===== config.mk =====
export PLATFORM = sky130hd
export DESIGN_NAME = pic_control_top
export DESIGN_NICKNAME = d
export VERILOG_FILES = /design/src/hdl/pic_word_pkg.sv /design/src/hdl/pic_control_pkg.sv /design/src/hdl/pic_control_top.sv /design/src/hdl/vector_output.sv /design/src/hdl/ack_sequencer.sv /design/src/hdl/operation_regs.sv /design/src/hdl/init_config_regs.sv /design/src/hdl/command_sequencer.sv
export SDC_FILE = /design/constraint.sdc
export NUM_CORES = 1
export LEC_CHECK = 0
export BUFFER_PORTS_ARGS = -buffer_cell sky130_fd_sc_hd__buf_2
export CORE_MARGIN = 1
export CORE_UTILIZATION = 56
export CTS_CLUSTER_DIAMETER = 120
export CTS_CLUSTER_SIZE = 28
export DETAILED_ROUTE_END_ITERATION = 16
export PLACE_DENSITY = 0.89
export SYNTH_ARGS = -nofsm -noshare
export SYNTH_HDL_FRONTEND = slang
export SYNTH_SLANG_ARGS = --single-unit

===== constraint.sdc =====
create_clock -name clock -period 5.25 [get_ports clock]
set_input_delay 0.2625 -clock clock [delete_from_list [all_inputs] [get_ports clock]]
set_output_delay 0.2625 -clock clock [all_outputs]
set_load 0.02 [all_outputs]

===== src/hdl/pic_word_pkg.sv =====
/*
  Command word layout of the 8259 and the decoded configuration.
  Field positions are fixed by the device.
*/
`default_nettype none

package pic_word_pkg;

    // {A15..A8 or T7..T3, A7..A5}
    typedef logic [10:0] vector_addr_t;

    typedef struct packed {
        vector_addr_t vector_addr;
        logic         ltim;
        logic         adi;
        logic         sngl;
        logic         ic4;
        logic         sfnm;
        logic         aeoi;
        logic         upm;
    } pic_config_t;

    // ICW1
    localparam int ICW1_VADDR_LO = 5;
    localparam int ICW1_LTIM     = 3;
    localparam int ICW1_ADI      = 2;
    localparam int ICW1_SNGL     = 1;
    localparam int ICW1_IC4      = 0;

    // ICW4
    localparam int ICW4_SFNM = 4;
    localparam int ICW4_AEOI = 1;
    localparam int ICW4_UPM  = 0;

    // OCW2
    localparam int OCW2_EOI_HI   = 6;
    localparam int OCW2_EOI_LO   = 5;
    localparam int OCW2_LEVEL_HI = 2;
    localparam int OCW2_LEVEL_LO = 0;

    localparam logic [1:0] EOI_NONSPECIFIC = 2'b01;
    localparam logic [1:0] EOI_SPECIFIC    = 2'b11;

    // OCW3
    localparam int OCW3_POLL = 2;
    localparam int OCW3_RR   = 1;
    localparam int OCW3_RIS  = 0;

    // MCS-80 CALL instruction
    localparam logic [7:0] CALL_OPCODE = 8'hCD;

endpackage

`default_nettype wire


===== src/hdl/pic_control_pkg.sv =====
/*
  Shared types for the 8259-style interrupt control block.
  Eight interrupt levels; one-hot vectors are indexed by level number.
*/
`default_nettype none

package pic_control_pkg;

    typedef logic [7:0] irq_vec_t;
    typedef logic [2:0] irq_level_t;
    typedef logic [7:0] bus_byte_t;

    // Raw host write strobes, one cycle each
    typedef struct packed {
        logic icw1;
        logic icw2_4;
        logic ocw1;
        logic ocw2;
        logic ocw3;
    } host_write_t;

    // Strobes after gating by the command sequencer
    typedef struct packed {
        logic icw1;
        logic icw2;
        logic icw4;
        logic ocw1;
        logic ocw2;
        logic ocw3;
    } word_write_t;

    typedef struct packed {
        logic      drive;
        bus_byte_t data;
    } bus_out_t;

    typedef enum logic [1:0] {CMD_READY, WRITE_ICW2, WRITE_ICW3, WRITE_ICW4} command_state_t;
    typedef enum logic [2:0] {CTL_READY, WAIT_ACK, ACK1, ACK2, ACK3, POLL} control_state_t;

    function automatic irq_vec_t level_to_vec(input irq_level_t level);
        irq_vec_t vec;
        vec = '0;
        vec[level] = 1'b1;
        return vec;
    endfunction

    // Lowest set bit wins; zero when nothing is set
    function automatic irq_level_t vec_to_level(input irq_vec_t vec);
        irq_level_t level;
        level = '0;
        for (int i = 7; i >= 0; i--) begin
            if (vec[i])
                level = irq_level_t'(i);
        end
        return level;
    endfunction

endpackage

`default_nettype wire

===== src/hdl/pic_control_top.sv =====
/*
  Control block of a single, non-cascaded 8259-style controller.
  Request detection, priority and the in-service register sit outside.
*/
`default_nettype none

module pic_control_top import pic_control_pkg::*, pic_word_pkg::*; (
    input  logic         clock,
    input  logic         reset,
    input  host_write_t  host_write,
    input  bus_byte_t    data_bus,
    input  logic         read,
    input  logic         interrupt_acknowledge_n,
    input  irq_vec_t     interrupt,
    input  irq_vec_t     highest_level_in_service,
    output bus_out_t     bus_out,
    output logic         interrupt_to_cpu,
    output irq_vec_t     interrupt_mask,
    output irq_vec_t     end_of_interrupt,
    output irq_vec_t     clear_interrupt_request,
    output logic         latch_in_service,
    output logic         freeze,
    output logic         level_or_edge_triggered_config,
    output logic         special_fully_nest_config,
    output logic         enable_read_register,
    output logic         read_register_isr_or_irr
);

    word_write_t    word_write;
    pic_config_t    pic_config;
    control_state_t control_state;
    irq_level_t     acknowledged_level;
    logic           poll_request;
    logic           end_of_acknowledge;

    assign level_or_edge_triggered_config = pic_config.ltim;
    assign special_fully_nest_config      = pic_config.sfnm;

    command_sequencer u_command_sequencer (
        .clock      (clock),
        .reset      (reset),
        .host_write (host_write),
        .sngl       (pic_config.sngl),
        .ic4        (pic_config.ic4),
        .word_write (word_write)
    );

    init_config_regs u_init_config_regs (
        .clock      (clock),
        .reset      (reset),
        .word_write (word_write),
        .data_bus   (data_bus),
        .pic_config (pic_config)
    );

    operation_regs u_operation_regs (
        .clock                    (clock),
        .reset                    (reset),
        .word_write               (word_write),
        .data_bus                 (data_bus),
        .highest_level_in_service (highest_level_in_service),
        .aeoi                     (pic_config.aeoi),
        .end_of_acknowledge       (end_of_acknowledge),
        .acknowledged_level       (acknowledged_level),
        .interrupt_mask           (interrupt_mask),
        .end_of_interrupt         (end_of_interrupt),
        .enable_read_register     (enable_read_register),
        .read_register_isr_or_irr (read_register_isr_or_irr),
        .poll_request             (poll_request)
    );

    ack_sequencer u_ack_sequencer (
        .clock                   (clock),
        .reset                   (reset),
        .interrupt               (interrupt),
        .interrupt_acknowledge_n (interrupt_acknowledge_n),
        .read                    (read),
        .ocw2_write              (word_write.ocw2),
        .poll_request            (poll_request),
        .upm                     (pic_config.upm),
        .control_state           (control_state),
        .acknowledged_level      (acknowledged_level),
        .interrupt_to_cpu        (interrupt_to_cpu),
        .freeze                  (freeze),
        .latch_in_service        (latch_in_service),
        .clear_interrupt_request (clear_interrupt_request),
        .end_of_acknowledge      (end_of_acknowledge)
    );

    vector_output u_vector_output (
        .control_state           (control_state),
        .interrupt_acknowledge_n (interrupt_acknowledge_n),
        .read                    (read),
        .interrupt               (interrupt),
        .acknowledged_level      (acknowledged_level),
        .pic_config              (pic_config),
        .bus_out                 (bus_out)
    );

endmodule

`default_nettype wire


===== src/hdl/vector_output.sv =====
/*
  Data bus driver for acknowledge bytes and the poll word.
  Purely combinational; the byte follows INTA and read directly.
*/
`default_nettype none

module vector_output import pic_control_pkg::*, pic_word_pkg::*; (
    input  control_state_t control_state,
    input  logic           interrupt_acknowledge_n,
    input  logic           read,
    input  irq_vec_t       interrupt,
    input  irq_level_t     acknowledged_level,
    input  pic_config_t    pic_config,
    output bus_out_t       bus_out
);

    vector_addr_t addr;

    assign addr = pic_config.vector_addr;

    always_comb begin
        bus_out = '0;
        if (!interrupt_acknowledge_n) begin
            case (control_state)
                // First pulse is seen while still in WAIT_ACK
                WAIT_ACK, ACK1: begin
                    if (!pic_config.upm)
                        bus_out = '{drive: 1'b1, data: CALL_OPCODE};
                end
                ACK2: begin
                    bus_out.drive = 1'b1;
                    if (pic_config.upm)
                        bus_out.data = {addr[10:6], acknowledged_level};
                    else if (pic_config.adi)
                        bus_out.data = {addr[2:0], acknowledged_level, 2'b00};
                    else
                        bus_out.data = {addr[2:1], acknowledged_level, 3'b000};
                end
                ACK3: bus_out = '{drive: 1'b1, data: addr[10:3]};
                default: bus_out = '0;
            endcase
        end else if ((control_state == POLL) && read) begin
            bus_out.drive = 1'b1;
            if (interrupt != '0)
                bus_out.data = {5'b10000, vec_to_level(interrupt)};
        end
    end

endmodule

`default_nettype wire


===== src/hdl/ack_sequencer.sv =====
/*
  Interrupt acknowledge and poll state machine.
  INTA is sampled on clock, so each low pulse must span at least one edge.
  8086 mode uses two pulses, MCS-80 mode three.
*/
`default_nettype none

module ack_sequencer import pic_control_pkg::*; (
    input  logic             clock,
    input  logic             reset,
    input  irq_vec_t         interrupt,
    input  logic             interrupt_acknowledge_n,
    input  logic             read,
    input  logic             ocw2_write,
    input  logic             poll_request,
    input  logic             upm,
    output control_state_t   control_state,
    output irq_level_t       acknowledged_level,
    output logic             interrupt_to_cpu,
    output logic             freeze,
    output logic             latch_in_service,
    output irq_vec_t         clear_interrupt_request,
    output logic             end_of_acknowledge
);

    control_state_t next_state;
    logic           prev_ack_n;
    logic           ack_fall;
    logic           ack_rise;

    always_ff @(posedge clock) begin
        if (reset)
            prev_ack_n <= 1'b1;
        else
            prev_ack_n <= interrupt_acknowledge_n;
    end

    assign ack_fall = prev_ack_n && !interrupt_acknowledge_n;
    assign ack_rise = !prev_ack_n && interrupt_acknowledge_n;

    always_comb begin
        next_state = control_state;
        case (control_state)
            CTL_READY: begin
                if (poll_request)
                    next_state = POLL;
                else if ((interrupt != '0) && !ocw2_write)
                    next_state = WAIT_ACK;
            end
            WAIT_ACK: begin
                if (poll_request)
                    next_state = POLL;
                else if (ack_fall)
                    next_state = ACK1;
            end
            ACK1: if (ack_rise) next_state = ACK2;
            ACK2: if (ack_rise) next_state = upm ? CTL_READY : ACK3;
            ACK3: if (ack_rise) next_state = CTL_READY;
            POLL: if (read) next_state = CTL_READY;
            default: next_state = CTL_READY;
        endcase
    end

    always_ff @(posedge clock) begin
        if (reset)
            control_state <= CTL_READY;
        else
            control_state <= next_state;
    end

    assign latch_in_service        = (control_state == WAIT_ACK) && (next_state != WAIT_ACK);
    assign clear_interrupt_request = latch_in_service ? interrupt : '0;
    assign end_of_acknowledge      = (control_state != CTL_READY) && (control_state != POLL)
                                     && (next_state == CTL_READY);

    always_ff @(posedge clock) begin
        if (reset) begin
            interrupt_to_cpu <= 1'b0;
            freeze           <= 1'b1;
        end else begin
            interrupt_to_cpu <= (next_state != CTL_READY) && (next_state != POLL);
            freeze           <= (next_state != CTL_READY) && (next_state != WAIT_ACK);
        end
    end

    always_ff @(posedge clock) begin
        if (reset || end_of_acknowledge)
            acknowledged_level <= '0;
        else if (latch_in_service)
            acknowledged_level <= vec_to_level(interrupt);
    end

    // Request resolver must hold the winner until it is latched
    a_latch_needs_request: assert property (@(posedge clock) disable iff (reset)
        latch_in_service |-> (interrupt != '0));

endmodule

`default_nettype wire


===== src/hdl/operation_regs.sv =====
/*
  Mask register (OCW1), end-of-interrupt decode (OCW2 and AEOI)
  and OCW3 read-register and poll bits.
  Only non-specific and specific EOI codes act; rotation codes are ignored.
*/
`default_nettype none

module operation_regs import pic_control_pkg::*, pic_word_pkg::*; (
    input  logic           clock,
    input  logic           reset,
    input  word_write_t    word_write,
    input  bus_byte_t      data_bus,
    input  irq_vec_t       highest_level_in_service,
    input  logic           aeoi,
    input  logic           end_of_acknowledge,
    input  irq_level_t     acknowledged_level,
    output irq_vec_t       interrupt_mask,
    output irq_vec_t       end_of_interrupt,
    output logic           enable_read_register,
    output logic           read_register_isr_or_irr,
    output logic           poll_request
);

    logic [1:0] eoi_code;
    irq_level_t eoi_level;

    assign eoi_code  = data_bus[OCW2_EOI_HI:OCW2_EOI_LO];
    assign eoi_level = data_bus[OCW2_LEVEL_HI:OCW2_LEVEL_LO];

    always_ff @(posedge clock) begin
        if (reset)
            interrupt_mask <= '1;
        else if (word_write.ocw1)
            interrupt_mask <= data_bus;
    end

    always_comb begin
        end_of_interrupt = '0;
        if (aeoi && end_of_acknowledge) begin
            end_of_interrupt = level_to_vec(acknowledged_level);
        end else if (word_write.ocw2) begin
            case (eoi_code)
                EOI_NONSPECIFIC: end_of_interrupt = highest_level_in_service;
                EOI_SPECIFIC:    end_of_interrupt = level_to_vec(eoi_level);
                default:         end_of_interrupt = '0;
            endcase
        end
    end

    always_ff @(posedge clock) begin
        if (reset) begin
            enable_read_register     <= 1'b1;
            read_register_isr_or_irr <= 1'b0;
        end else if (word_write.ocw3) begin
            enable_read_register     <= data_bus[OCW3_RR];
            read_register_isr_or_irr <= data_bus[OCW3_RIS];
        end
    end

    // Sequencer enters POLL at the next edge
    assign poll_request = word_write.ocw3 && data_bus[OCW3_POLL];

endmodule

`default_nettype wire


===== src/hdl/init_config_regs.sv =====
/*
  Configuration registers loaded from ICW1, ICW2 and ICW4.
  ICW1 clears the ICW4 fields, so a sequence without ICW4
  leaves SFNM, AEOI and uPM at zero (MCS-80 mode).
*/
`default_nettype none

module init_config_regs import pic_control_pkg::*, pic_word_pkg::*; (
    input  logic           clock,
    input  logic           reset,
    input  word_write_t    word_write,
    input  bus_byte_t      data_bus,
    output pic_config_t    pic_config
);

    always_ff @(posedge clock) begin
        if (reset) begin
            pic_config <= '0;
        end else begin
            if (word_write.icw1) begin
                pic_config.vector_addr[2:0] <= data_bus[7:ICW1_VADDR_LO];
                pic_config.ltim             <= data_bus[ICW1_LTIM];
                pic_config.adi              <= data_bus[ICW1_ADI];
                pic_config.sngl             <= data_bus[ICW1_SNGL];
                pic_config.ic4              <= data_bus[ICW1_IC4];
                pic_config.sfnm             <= 1'b0;
                pic_config.aeoi             <= 1'b0;
                pic_config.upm              <= 1'b0;
            end
            // A15..A8, or T7..T3 in 8086 mode
            if (word_write.icw2)
                pic_config.vector_addr[10:3] <= data_bus;
            if (word_write.icw4) begin
                pic_config.sfnm <= data_bus[ICW4_SFNM];
                pic_config.aeoi <= data_bus[ICW4_AEOI];
                pic_config.upm  <= data_bus[ICW4_UPM];
            end
        end
    end

endmodule

`default_nettype wire


===== src/hdl/command_sequencer.sv =====
/*
  Steps through ICW2..ICW4 after ICW1 and gates host strobes by state.
  ICW1 restarts the sequence from any state. ICW3 bytes are consumed
  but not stored, since cascading is not supported.
*/
`default_nettype none

module command_sequencer import pic_control_pkg::*; (
    input  logic           clock,
    input  logic           reset,
    input  host_write_t    host_write,
    input  logic           sngl,
    input  logic           ic4,
    output word_write_t    word_write
);

    command_state_t state;
    command_state_t next_state;

    always_comb begin
        next_state = state;
        if (host_write.icw1) begin
            next_state = WRITE_ICW2;
        end else if (host_write.icw2_4) begin
            case (state)
                WRITE_ICW2: begin
                    if (!sngl)
                        next_state = WRITE_ICW3;
                    else if (ic4)
                        next_state = WRITE_ICW4;
                    else
                        next_state = CMD_READY;
                end
                WRITE_ICW3: next_state = ic4 ? WRITE_ICW4 : CMD_READY;
                default:    next_state = CMD_READY;
            endcase
        end
    end

    always_ff @(posedge clock) begin
        if (reset)
            state <= CMD_READY;
        else
            state <= next_state;
    end

    always_comb begin
        word_write.icw1 = host_write.icw1;
        word_write.icw2 = host_write.icw2_4 && (state == WRITE_ICW2);
        word_write.icw4 = host_write.icw2_4 && (state == WRITE_ICW4);
        word_write.ocw1 = host_write.ocw1 && (state == CMD_READY);
        word_write.ocw2 = host_write.ocw2 && (state == CMD_READY);
        word_write.ocw3 = host_write.ocw3 && (state == CMD_READY);
    end

    // Host must not send ICW2..ICW4 bytes outside an init sequence
    a_no_icw_in_ready: assert property (@(posedge clock) disable iff (reset)
        (state == CMD_READY) |-> !host_write.icw2_4);

endmodule

`default_nettype wire


==> metrics.txt, run 1 <==
power share of the combinational group=25.2%; routed wire length=6.218 mm; number of distinct library cells after synthesis=48; number of DRC violations after detailed routing=0; unrepaired setup endpoints after global routing=no; Num CTS Buffers=5; Iteration-0 DRC Markers=295; total number of placement rows=23; Worst Path Buf+Inv=2; number of setup violations in the final report=0; Clock power frac=32.7%; drt pass-1 iters=5; Max stage delay cell, worst path=sky130_fd_sc_hd__ha_1; Hold WC Path Type=primary input to flop; Port Buffers=72; Least-Margin Pin Slew=653.3 ps; number of nets with antenna violations after detailed routing=0; die height=68.40 um; H-tree depth=2; maximum fanout encountered on the critical timing path=15; Pwr per Cell Area=275.1 mW/mm^2; startpoint of the worst register-to-register path=u_command_sequencer.state[1]; area of the placeable core=0.004115 sq mm; root buffer selected by CTS=sky130_fd_sc_hd__clkbuf_8; series of cell instances along the critical path=inv_1, ha_1, nand3_1, a32oi_2, nand3b_1, a211oi_4, and2_4, mux2i_1, buf_2; vias in the first global route=2,161; total congestion overflow after global routing=0; final number of hold-violating endpoints=0; mean post-synth cell area=7.963 sq um; status=finished clean; Worst Setup End Kind=primary output; post-synthesis to final-layout area growth=17.49%; via count=2,490; fraction of the yosys area taken by sequential cells=31.63%; wire length per cell after detailed routing=14.84 um; Post-CTS Resized=0; die area=0.004678 sq mm; gate count of the mapped netlist=310; sw power=0.0002506 W; Pint=0.0005474 W; sequential cell area in the final layout=780.7 sq um; die width=68.40 um; post-detailed-route via-to-cell ratio=5.943; maximum clock path buffer count=2; net count reported at finish=405; CTS sink count=39; fraction of final layout cells with drive strength greater than 1=25.47%; final weighted congestion in routability-driven placement=0.9162; number of enable-type register cells in the synthesized netlist=0; critical setup path kind=flop to primary output; wire length of the first global-routing pass=9.673 mm; hold_sp=data_bus[3]; Max Clock Skew=5.182 ps; period utilisation layout=63.31%; most common cell in the synthesized netlist=sky130_fd_sc_hd__dfxtp_1; cell family with the largest share of critical-path delay=compound AO/OA/AOI/OAI gates; Final Critical Period=3324 ps; Final Max Tran Viols=0; worst-skew pair later-pin latency=300 ps; power consumption=0.0007980 W; fraction of registers with async set/reset=0%; number of inserted diodes=0; accumulated negative setup slack=0 ps; global-route usage over all layers=27.87%; Max VDD drop=0.2131 mV; fmax=0.3009 GHz; largest stage delay on the critical path=420 ps; cell types with the largest area share after synthesis=sky130_fd_sc_hd__dfxtp_1 32%, sky130_fd_sc_hd__mux2i_1 7.3%, sky130_fd_sc_hd__a21oi_1 5.3%, sky130_fd_sc_hd__nand2_1 4.6%, sky130_fd_sc_hd__nand3_1 4.5%; post-synth net total=347; number of setup buffers added after CTS=0; Reg power frac=42.0%; Netlist Area Pre-Place=0.002469 sq mm; number of antenna violations at the first check in global routing=0; kind of start point of the critical path=flop; crit path DAT=3060 ps; share of total power consumed by net switching=31.41%; initial core utilization=59.99%; Main synth FF type=sky130_fd_sc_hd__dfxtp_1; Synth Register Bits=39; timing startpoint of the critical path=u_command_sequencer.state[1]; CTS tree=built; clock-pin slew reported for the worst setup and hold paths after clock tree synthesis=80 ps; Relative slew margins=56.45%; MaxCap Viol Count=0; number of fill cells=324; minimum setup slack after placement=2332 ps; LEAKAGE=1.253 nW; IO Count=73; pin count of the biggest net entering global routing=39; ranking of synthesized cells by instance count=39 x sky130_fd_sc_hd__dfxtp_1, 30 x sky130_fd_sc_hd__nand2_1, 26 x sky130_fd_sc_hd__a21oi_1; cell accounting for the most synthesized area=sky130_fd_sc_hd__dfxtp_1; minimum setup slack in the final design=1926 ps; number of warnings reported in the yosys synthesis log=0; required arrival time at the worst endpoint=4990 ps; hold buffer count at cts=0; detailed-placement wirelength estimate=4.507 mm; share of the synthesized area in the top cell type=31.63%; area taken by multi-input logic gates=0.001526 sq mm
[through the flow]
stage / utilization [%] / hold slack [ps] / cell area [sq um] / instances
final: 70.48 / 240.1 / 2900 / 419
after global routing: 70.48 / 246.3 / 2900 / 419
after CTS: 70.48 / 235.3 / 2900 / 419
after detailed placement: 67.62 / 446.3 / 2783 / 411
after global placement: 67.62 / 441.3 / 2783 / 411
after floorplan: - / 369.1 / 2469 / 310
[placed cells by master, fill, tap and decap left out, types with 2 or more instances in the layout]
cell / netlist / routed
sky130_fd_sc_hd__and2_1: 10 / 10
sky130_fd_sc_hd__a211o_1: 9 / 9
sky130_fd_sc_hd__buf_2: 2 / 72
sky130_fd_sc_hd__a21oi_1: 26 / 26
sky130_fd_sc_hd__nor2b_1: 8 / 8
sky130_fd_sc_hd__a22oi_1: 4 / 4
sky130_fd_sc_hd__o21ai_0: 10 / 10
sky130_fd_sc_hd__nand3b_1: 5 / 5
sky130_fd_sc_hd__nor3_1: 6 / 6
sky130_fd_sc_hd__nor4bb_1: 2 / 2
sky130_fd_sc_hd__mux2_1: 2 / 2
sky130_fd_sc_hd__nor2_1: 23 / 23
sky130_fd_sc_hd__or4_4: 2 / 2
sky130_fd_sc_hd__inv_1: 14 / 14
sky130_fd_sc_hd__a211oi_1: 2 / 2
sky130_fd_sc_hd__o22ai_1: 8 / 8
sky130_fd_sc_hd__nor3b_1: 2 / 2
sky130_fd_sc_hd__ha_1: 4 / 4
sky130_fd_sc_hd__nand3_1: 22 / 22
sky130_fd_sc_hd__nand2b_1: 6 / 6
sky130_fd_sc_hd__o32ai_1: 2 / 2
sky130_fd_sc_hd__xnor2_1: 2 / 2
sky130_fd_sc_hd__dfxtp_1: 39 / 39
sky130_fd_sc_hd__and3_1: 11 / 11
sky130_fd_sc_hd__o21bai_1: 3 / 3
sky130_fd_sc_hd__clkbuf_8: 0 / 6
sky130_fd_sc_hd__o31ai_1: 2 / 2
sky130_fd_sc_hd__mux2i_1: 18 / 18
sky130_fd_sc_hd__or2_2: 3 / 3
sky130_fd_sc_hd__nand2_1: 30 / 30
[per-layer routing]
layer  GRT usage, %  wire length [um]  up-vias
met1          35.10              2562     1147
met2          47.06              3106      121
li1               -                 -     1211
met4          11.46               107        0
met3          4.167               441       11
met5              0                 0        -
[worst min-delay path, stage by stage]
cell and delay (ps):
sky130_fd_sc_hd__buf_2 110, sky130_fd_sc_hd__nand3_1 60, sky130_fd_sc_hd__a21oi_1 50
[final timing paths]
kind                                                 to  slack (ps)  cells after the start
setup / recovery                    end_of_interrupt[3]        1930                      9
hold / removal        u_init_config_regs.pic_config[13]         240                      3
setup reg to reg  u_ack_sequencer.acknowledged_level[0]        2710                      8
hold reg to reg      u_operation_regs.interrupt_mask[1]         460                      1
[logic make-up (layout without fill, tap and decap cells)]
logic type / count (synthesis) / in the layout / share of synthesized area, %
multiplexers: 21 / 21 / 8.667
AND/OR/NAND/NOR: 135 / 135 / 29.14
XOR/XNOR: 2 / 2 / 0.7097
adder cells (fa/ha/maj): 4 / 4 / 2.027
AO/OA/AOI/OAI: 74 / 74 / 21.29
buffers and inverters: 35 / 94 / 6.538
flip-flops: 39 / 39 / 31.63
[power groups by stage]
| stage | registers, W | clock network (W) | logic [W] |
|---|---|---|---|
| floorplan | 0.000341 | 0 | 0.000144 |
| global placement | 0.000340 | 0 | 0.000194 |
| detailed placement | 0.000341 | 0 | 0.000199 |
| CTS | 0.000334 | 0.000262 | 0.000200 |
| global route | 0.000338 | 0.000274 | 0.000220 |
| finish | 0.000335 | 0.000261 | 0.000201 |
[layout make-up]
type / count / area share [%]
multi-input cells: 236 / 52.63
flip-flops and latches: 39 / 26.92
repair buffers: 72 / 12.42
clock buffers: 6 / 2.847
well taps: 50 / 2.157
inverters: 14 / 1.812
clock inverters: 2 / 1.208
[sequential cells by signal, summed over array words and instances (netlist names)]
name / count
u_operation_regs.interrupt_mask: 8
u_ack_sequencer.freeze: 1
u_init_config_regs.pic_config: 18
u_ack_sequencer.prev_ack_n: 1
u_operation_regs.enable_read_register: 1
u_command_sequencer.state: 2
u_ack_sequencer.control_state: 3
u_ack_sequencer.interrupt_to_cpu: 1
u_operation_regs.read_register_isr_or_irr: 1
u_ack_sequencer.acknowledged_level: 3
Note: power is estimated with default switching activity, not from simulation.
==> inputs of run 2 (changes only) <==
- CORE_UTILIZATION: 56 -> 47
- PLACE_DENSITY: 0.89 -> 0.8
- clock period: 5.25 -> 2.9 ns (I/O delays scaled with it)
==> metrics.txt, run 2 (same netlist as run 1, synthesis figures left out) <==
tightest hold margin=128.7 ps (-111.4 ps); Port Buffers=72 (unchanged); power consumption=0.001510 W (+89%); CTS tree=built; IO Count=73 (unchanged); worst-skew pair later-pin latency=290 ps (about the same); kind of start point of the critical path=flop; initial core utilization=48.64% (-11 points); number of nets with antenna violations after detailed routing=0 (unchanged); MaxCap Viol Count=0 (unchanged); unrepaired setup endpoints after global routing=no; wire length per cell after detailed routing=14.24 um (-4.0%); Worst Path Buf+Inv=1 (-1); Max Clock Skew=7.952 ps (+2.769 ps); total congestion overflow after global routing=0 (unchanged); crit path DAT=2550 ps (-510 ps); root buffer selected by CTS=sky130_fd_sc_hd__clkbuf_8; Relative slew margins=55.38% (-1.1 points); placed inst area=0.002815 sq mm (+1.2%); drt pass-1 iters=5 (unchanged); global-route usage over all layers=23.44% (-4.4 points); count of cells along the worst hold path=3 (unchanged); H-tree depth=2 (unchanged); number of setup violations in the final report=0 (unchanged); LEAKAGE=1.269 nW (+1.3%); die area=0.005547 sq mm (+19%); number of antenna violations at the first check in global routing=0 (unchanged); clock-pin slew reported for the worst setup and hold paths after clock tree synthesis=80 ps (about the same); area of the placeable core=0.005075 sq mm (+23%); Iteration-0 DRC Markers=241 (-18%); fmax=0.3710 GHz; required arrival time at the worst endpoint=2760 ps (-2230 ps); Num CTS Buffers=5 (unchanged); wire length of the first global-routing pass=9.839 mm (+1.7%); period utilisation layout=92.94%; Pwr per Cell Area=507.4 mW/mm^2 (+84%); final number of hold-violating endpoints=0 (unchanged); Hold WC Path Type=primary input to flop; vias in the first global route=2,115 (-2.1%); net count reported at finish=407 (+0.49%); maximum clock path buffer count=2 (unchanged); logic depth of the worst path, buffers included=7 (-2); post-detailed-route via-to-cell ratio=5.524 (-7.0%); commonest non-fill, non-tap cell in the layout=sky130_fd_sc_hd__buf_2; Reg with most FFs=u_init_config_regs.pic_config; accumulated negative setup slack=0 ps (unchanged); number of inserted diodes=0 (unchanged); cell family with the largest share of critical-path delay=simple AND/OR/NAND/NOR gates; series of cell instances along the critical path=nor4bb_1, mux2_1, nand3b_1, a211oi_4, and2_4, mux2i_1, buf_2; logic depth of the worst register-to-register path=6 (-2); CTS sink count=39 (unchanged); flip-flop count of the largest register, all copies and words added=18 (unchanged); final standard cell area without fillers=0.002975 sq mm (+2.6%); largest stage delay on the critical path=540 ps (+120 ps); critical setup path kind=flop to primary output; Final Critical Period=2695 ps; via count=2,436 (-2.2%); pin count of the biggest net entering global routing=39 (unchanged); post-synthesis to final-layout area growth=20.53%; largest registers=u_init_config_regs.pic_config (18), u_operation_regs.interrupt_mask (8); status=finished clean; Worst Setup End Kind=primary output; Least-Margin Pin Slew=669.3 ps (+16.02 ps); total number of placement rows=26 (+13%); die height=74.48 um (+8.9%); Final Max Tran Viols=0 (unchanged); Max stage delay cell, worst path=sky130_fd_sc_hd__dfxtp_1; most used cells in the layout excluding fill and tap cells=72 x sky130_fd_sc_hd__buf_2, 36 x sky130_fd_sc_hd__dfxtp_1, 30 x sky130_fd_sc_hd__nand2_1, 26 x sky130_fd_sc_hd__a21oi_1, 23 x sky130_fd_sc_hd__nor2_1; routed wire length=6.280 mm (+1.0%); Max VDD drop=0.3412 mV (+60%); die width=74.48 um (+8.9%); detailed-placement wirelength estimate=4.665 mm (+3.5%); final weighted congestion in routability-driven placement=0.9182 (+0.22%); fraction of final layout cells with drive strength greater than 1=26.68% (+1.2 points); maximum fanout encountered on the critical timing path=8 (-7); number of DRC violations after detailed routing=0 (unchanged)
[run 2: worst paths after layout]
kind	start	end	slack [ps]
max	u_init_config_regs.pic_config[0]	end_of_interrupt[1]	200
min	data_bus[7]	u_init_config_regs.pic_config[17]	130
max reg2reg	u_ack_sequencer.control_state[0]	u_ack_sequencer.acknowledged_level[0]	620
min reg2reg	u_operation_regs.interrupt_mask[6]	u_operation_regs.interrupt_mask[6]	460
[run 2: where the power goes]
group | internal [W] | switching [W]
Combinational | 0.000149 | 0.000224
Sequential | 0.000569 | 0.0000379
Clock | 0.000344 | 0.000186
Total | 0.00106 | 0.000448
[run 2: metal layers]
| metal | up-vias | global-route usage [%] | share of wire [%] |
|---|---|---|---|
| met3 | 14 | 4.065 | 7.5 |
| met5 | - | 0 | 0 |
| met4 | 0 | 9.224 | 2.2 |
| met1 | 1108 | 29.95 | 42 |
| li1 | 1219 | - | - |
| met2 | 95 | 39.24 | 49 |
[run 2: worst register-to-register path: stages, from the launching register on]
cell and delay [ps]:
sky130_fd_sc_hd__dfxtp_2 520, sky130_fd_sc_hd__nor3b_1 470, sky130_fd_sc_hd__a32oi_4 190, sky130_fd_sc_hd__buf_4 190
sky130_fd_sc_hd__a31oi_4 340, sky130_fd_sc_hd__mux2_1 380, sky130_fd_sc_hd__nor3_1 120
[run 2: layout make-up]
type,instances,area [sq um]
Fill cell,493,2100
Multi-Input combinational cell,236,1543
Sequential cell,39,784.5
Timing Repair Buffer,74,375.4
Tap cell,70,87.58
Clock buffer,6,72.57
Clock inverter,2,60.06
Inverter,14,52.55
[run 2: what timing repair did]
action | in CTS | in global routing
endpoints found under the setup margin | 1 | 8
pin swaps | 0 | 1
resized for setup | 1 | 4
hold buffers | 0 | 0
setup buffers | 0 | 1
[run 2: per-stage QoR]
stage | cells | setup WS, ps | utilization, %
after floorplan | 310 | 534.7 | -
after global placement | 432 | 470.4 | 55.47
after detailed placement | 432 | 376.4 | 55.47
after CTS | 440 | 0.08682 | 58.11
after global routing | 441 | 64.78 | 58.63
final | 441 | 204.7 | 58.63
==> inputs of run 3 (changes only) <==
- SETUP_SLACK_MARGIN: not set -> 0.5
==> metrics.txt, run 3 (same netlist as run 1, synthesis figures left out) <==
detailed-placement wirelength estimate=4.665 mm (unchanged); die area=0.005547 sq mm (unchanged); routed wire length=6.639 mm (+5.7%); area of the placeable core=0.005075 sq mm (unchanged); Max Clock Skew=9.765 ps (+1.814 ps); Max VDD drop=0.3524 mV (+3.3%); root buffer selected by CTS=sky130_fd_sc_hd__clkbuf_8; initial core utilization=48.64% (unchanged); hold buffer count at cts=0 (unchanged); CTS sink count=39 (unchanged); crit path DAT=2280 ps (-270 ps); minimum setup slack after placement=376.4 ps (unchanged); Port Buffers=72 (unchanged); vias in the first global route=2,293 (+8.4%); clock-pin slew reported for the worst setup and hold paths after clock tree synthesis=80 ps (about the same); Num CTS Buffers=5 (unchanged); minimum setup slack in the final design=479.5 ps (+274.8 ps); area taken by multi-input logic gates=0.001558 sq mm (+0.97%); final standard cell area without fillers=0.003138 sq mm (+5.5%); sequential cell area in the final layout=797.0 sq um (+1.6%); most used cells in the layout excluding fill and tap cells=66 x sky130_fd_sc_hd__buf_2, 32 x sky130_fd_sc_hd__dfxtp_1, 30 x sky130_fd_sc_hd__nand2_1, 25 x sky130_fd_sc_hd__a21oi_1, 23 x sky130_fd_sc_hd__nor2_1; Least-Margin Pin Slew=681.6 ps (+12.23 ps); Pwr per Cell Area=496.9 mW/mm^2 (-2.1%); required arrival time at the worst endpoint=2760 ps (about the same); placed inst area=0.002815 sq mm (unchanged); unrepaired setup endpoints after global routing=yes; number of fill cells=452 (-8.3%); post-route insts no fill=456 (+3.4%); Final Max Tran Viols=0 (unchanged); global-route usage over all layers=24.85% (+1.4 points); number of inserted diodes=0 (unchanged); wire length of the first global-routing pass=10.42 mm (+5.9%); total number of placement rows=26 (unchanged); total congestion overflow after global routing=0 (unchanged); CTS tree=built; post-detailed-route via-to-cell ratio=5.513 (-0.19%); kind of start point of the critical path=flop; Reg with most FFs=u_init_config_regs.pic_config; Relative slew margins=54.56% (-0.81 points); LEAKAGE=1.351 nW (+6.4%); Final Critical Period=2421 ps (-274.8 ps); die width=74.48 um (unchanged); maximum clock path buffer count=2 (unchanged); via count=2,514 (+3.2%); final weighted congestion in routability-driven placement=0.9182 (unchanged); commonest non-fill, non-tap cell in the layout=sky130_fd_sc_hd__buf_2; number of antenna violations at the first check in global routing=0 (unchanged); Worst Setup End Kind=primary output; fmax=0.4131 GHz (+11%); instance count after placement with tap cells included=432 (unchanged); worst-skew pair later-pin latency=290 ps (about the same); status=finished clean; period utilisation layout=83.47% (-9.5 points); MaxCap Viol Count=0 (unchanged); Iteration-0 DRC Markers=174 (-28%); power consumption=0.001559 W (+3.3%); pin count of the biggest net entering global routing=39 (unchanged); net count reported at finish=422 (+3.7%); fraction of final layout cells with drive strength greater than 1=32.12% (+5.4 points); number of setup violations in the final report=0 (unchanged); IO Count=73 (unchanged); flip-flop count of the largest register, all copies and words added=18 (unchanged); Hold WC Path Type=primary input to flop; final number of hold-violating endpoints=0 (unchanged); number of DRC violations after detailed routing=0 (unchanged); maximum fanout encountered on the critical timing path=9 (+1); critical setup path kind=flop to primary output; accumulated negative setup slack=0 ps (unchanged); H-tree depth=2 (unchanged); post-synthesis to final-layout area growth=27.12%; drt pass-1 iters=4 (-1); largest registers=u_init_config_regs.pic_config (18), u_operation_regs.interrupt_mask (8); number of nets with antenna violations after detailed routing=0 (unchanged); die height=74.48 um (unchanged); wire length per cell after detailed routing=14.56 um (+2.2%)
[run 3: timing repair]
item / in CTS / in global routing
pin swaps: 8 / 4
gates cloned: 0 / 0
buffers inserted: 14 / 2
resized for setup: 19 / 8
endpoints found under the setup margin: 17 / 16
[run 3: per-stage QoR]
stage / util [%] / hold WS, ps
final: 61.83 / 121.1
after detailed placement: 55.47 / 426.6
after global placement: 55.47 / 420.8
after floorplan: - / 251.6
after global routing: 61.83 / 136.7
after CTS: 61.12 / 119.3
[run 3: final timing paths]
| path | startpoint | to | slack (ps) | cells past startpoint |
|---|---|---|---|---|
| worst max-delay path | u_ack_sequencer.control_state[2] | end_of_interrupt[2] | 480 | 8 |
| worst min-delay path | data_bus[7] | u_init_config_regs.pic_config[17] | 120 | 3 |
| worst max register to register | u_ack_sequencer.control_state[1] | u_ack_sequencer.acknowledged_level[0] | 750 | 8 |
| worst min register to register | u_operation_regs.interrupt_mask[6] | u_operation_regs.interrupt_mask[6] | 460 | 1 |
[run 3: area by class of cell]
class	count	area share, %
Inverter	14	1.675
Clock inverter	2	1.914
Multi-Input combinational cell	236	49.64
Tap cell	70	2.791
Sequential cell	39	25.40
Timing Repair Buffer	89	16.27
Clock buffer	6	2.313
[run 3: report_power, final]
part | switching (W) | total, W | internal, W | leakage [nW]
clock | 0.000192 | 0.000536 | 0.000344 | 0.0654
sequential | 0.0000264 | 0.000596 | 0.000569 | 0.324
combinational | 0.000247 | 0.000428 | 0.000180 | 0.962
[run 3: critical path, stage by stage, from the launching register on]
cell                        delay [ps]
sky130_fd_sc_hd__dfxtp_4           360
sky130_fd_sc_hd__buf_4             170
sky130_fd_sc_hd__nand4bb_1         130
sky130_fd_sc_hd__o31a_1            240
sky130_fd_sc_hd__o311ai_4          160
sky130_fd_sc_hd__a211oi_4          270
sky130_fd_sc_hd__and2_4            260
sky130_fd_sc_hd__mux2i_1           200
sky130_fd_sc_hd__buf_2             190
[run 3: layer usage]
| metal | track usage, % | wire, um |
|---|---|---|
| met1 | 30.42 | 2821 |
| met5 | 0 | 0 |
| met4 | 12.79 | 185 |
| met2 | 41.84 | 3223 |
| met3 | 4.201 | 407 |
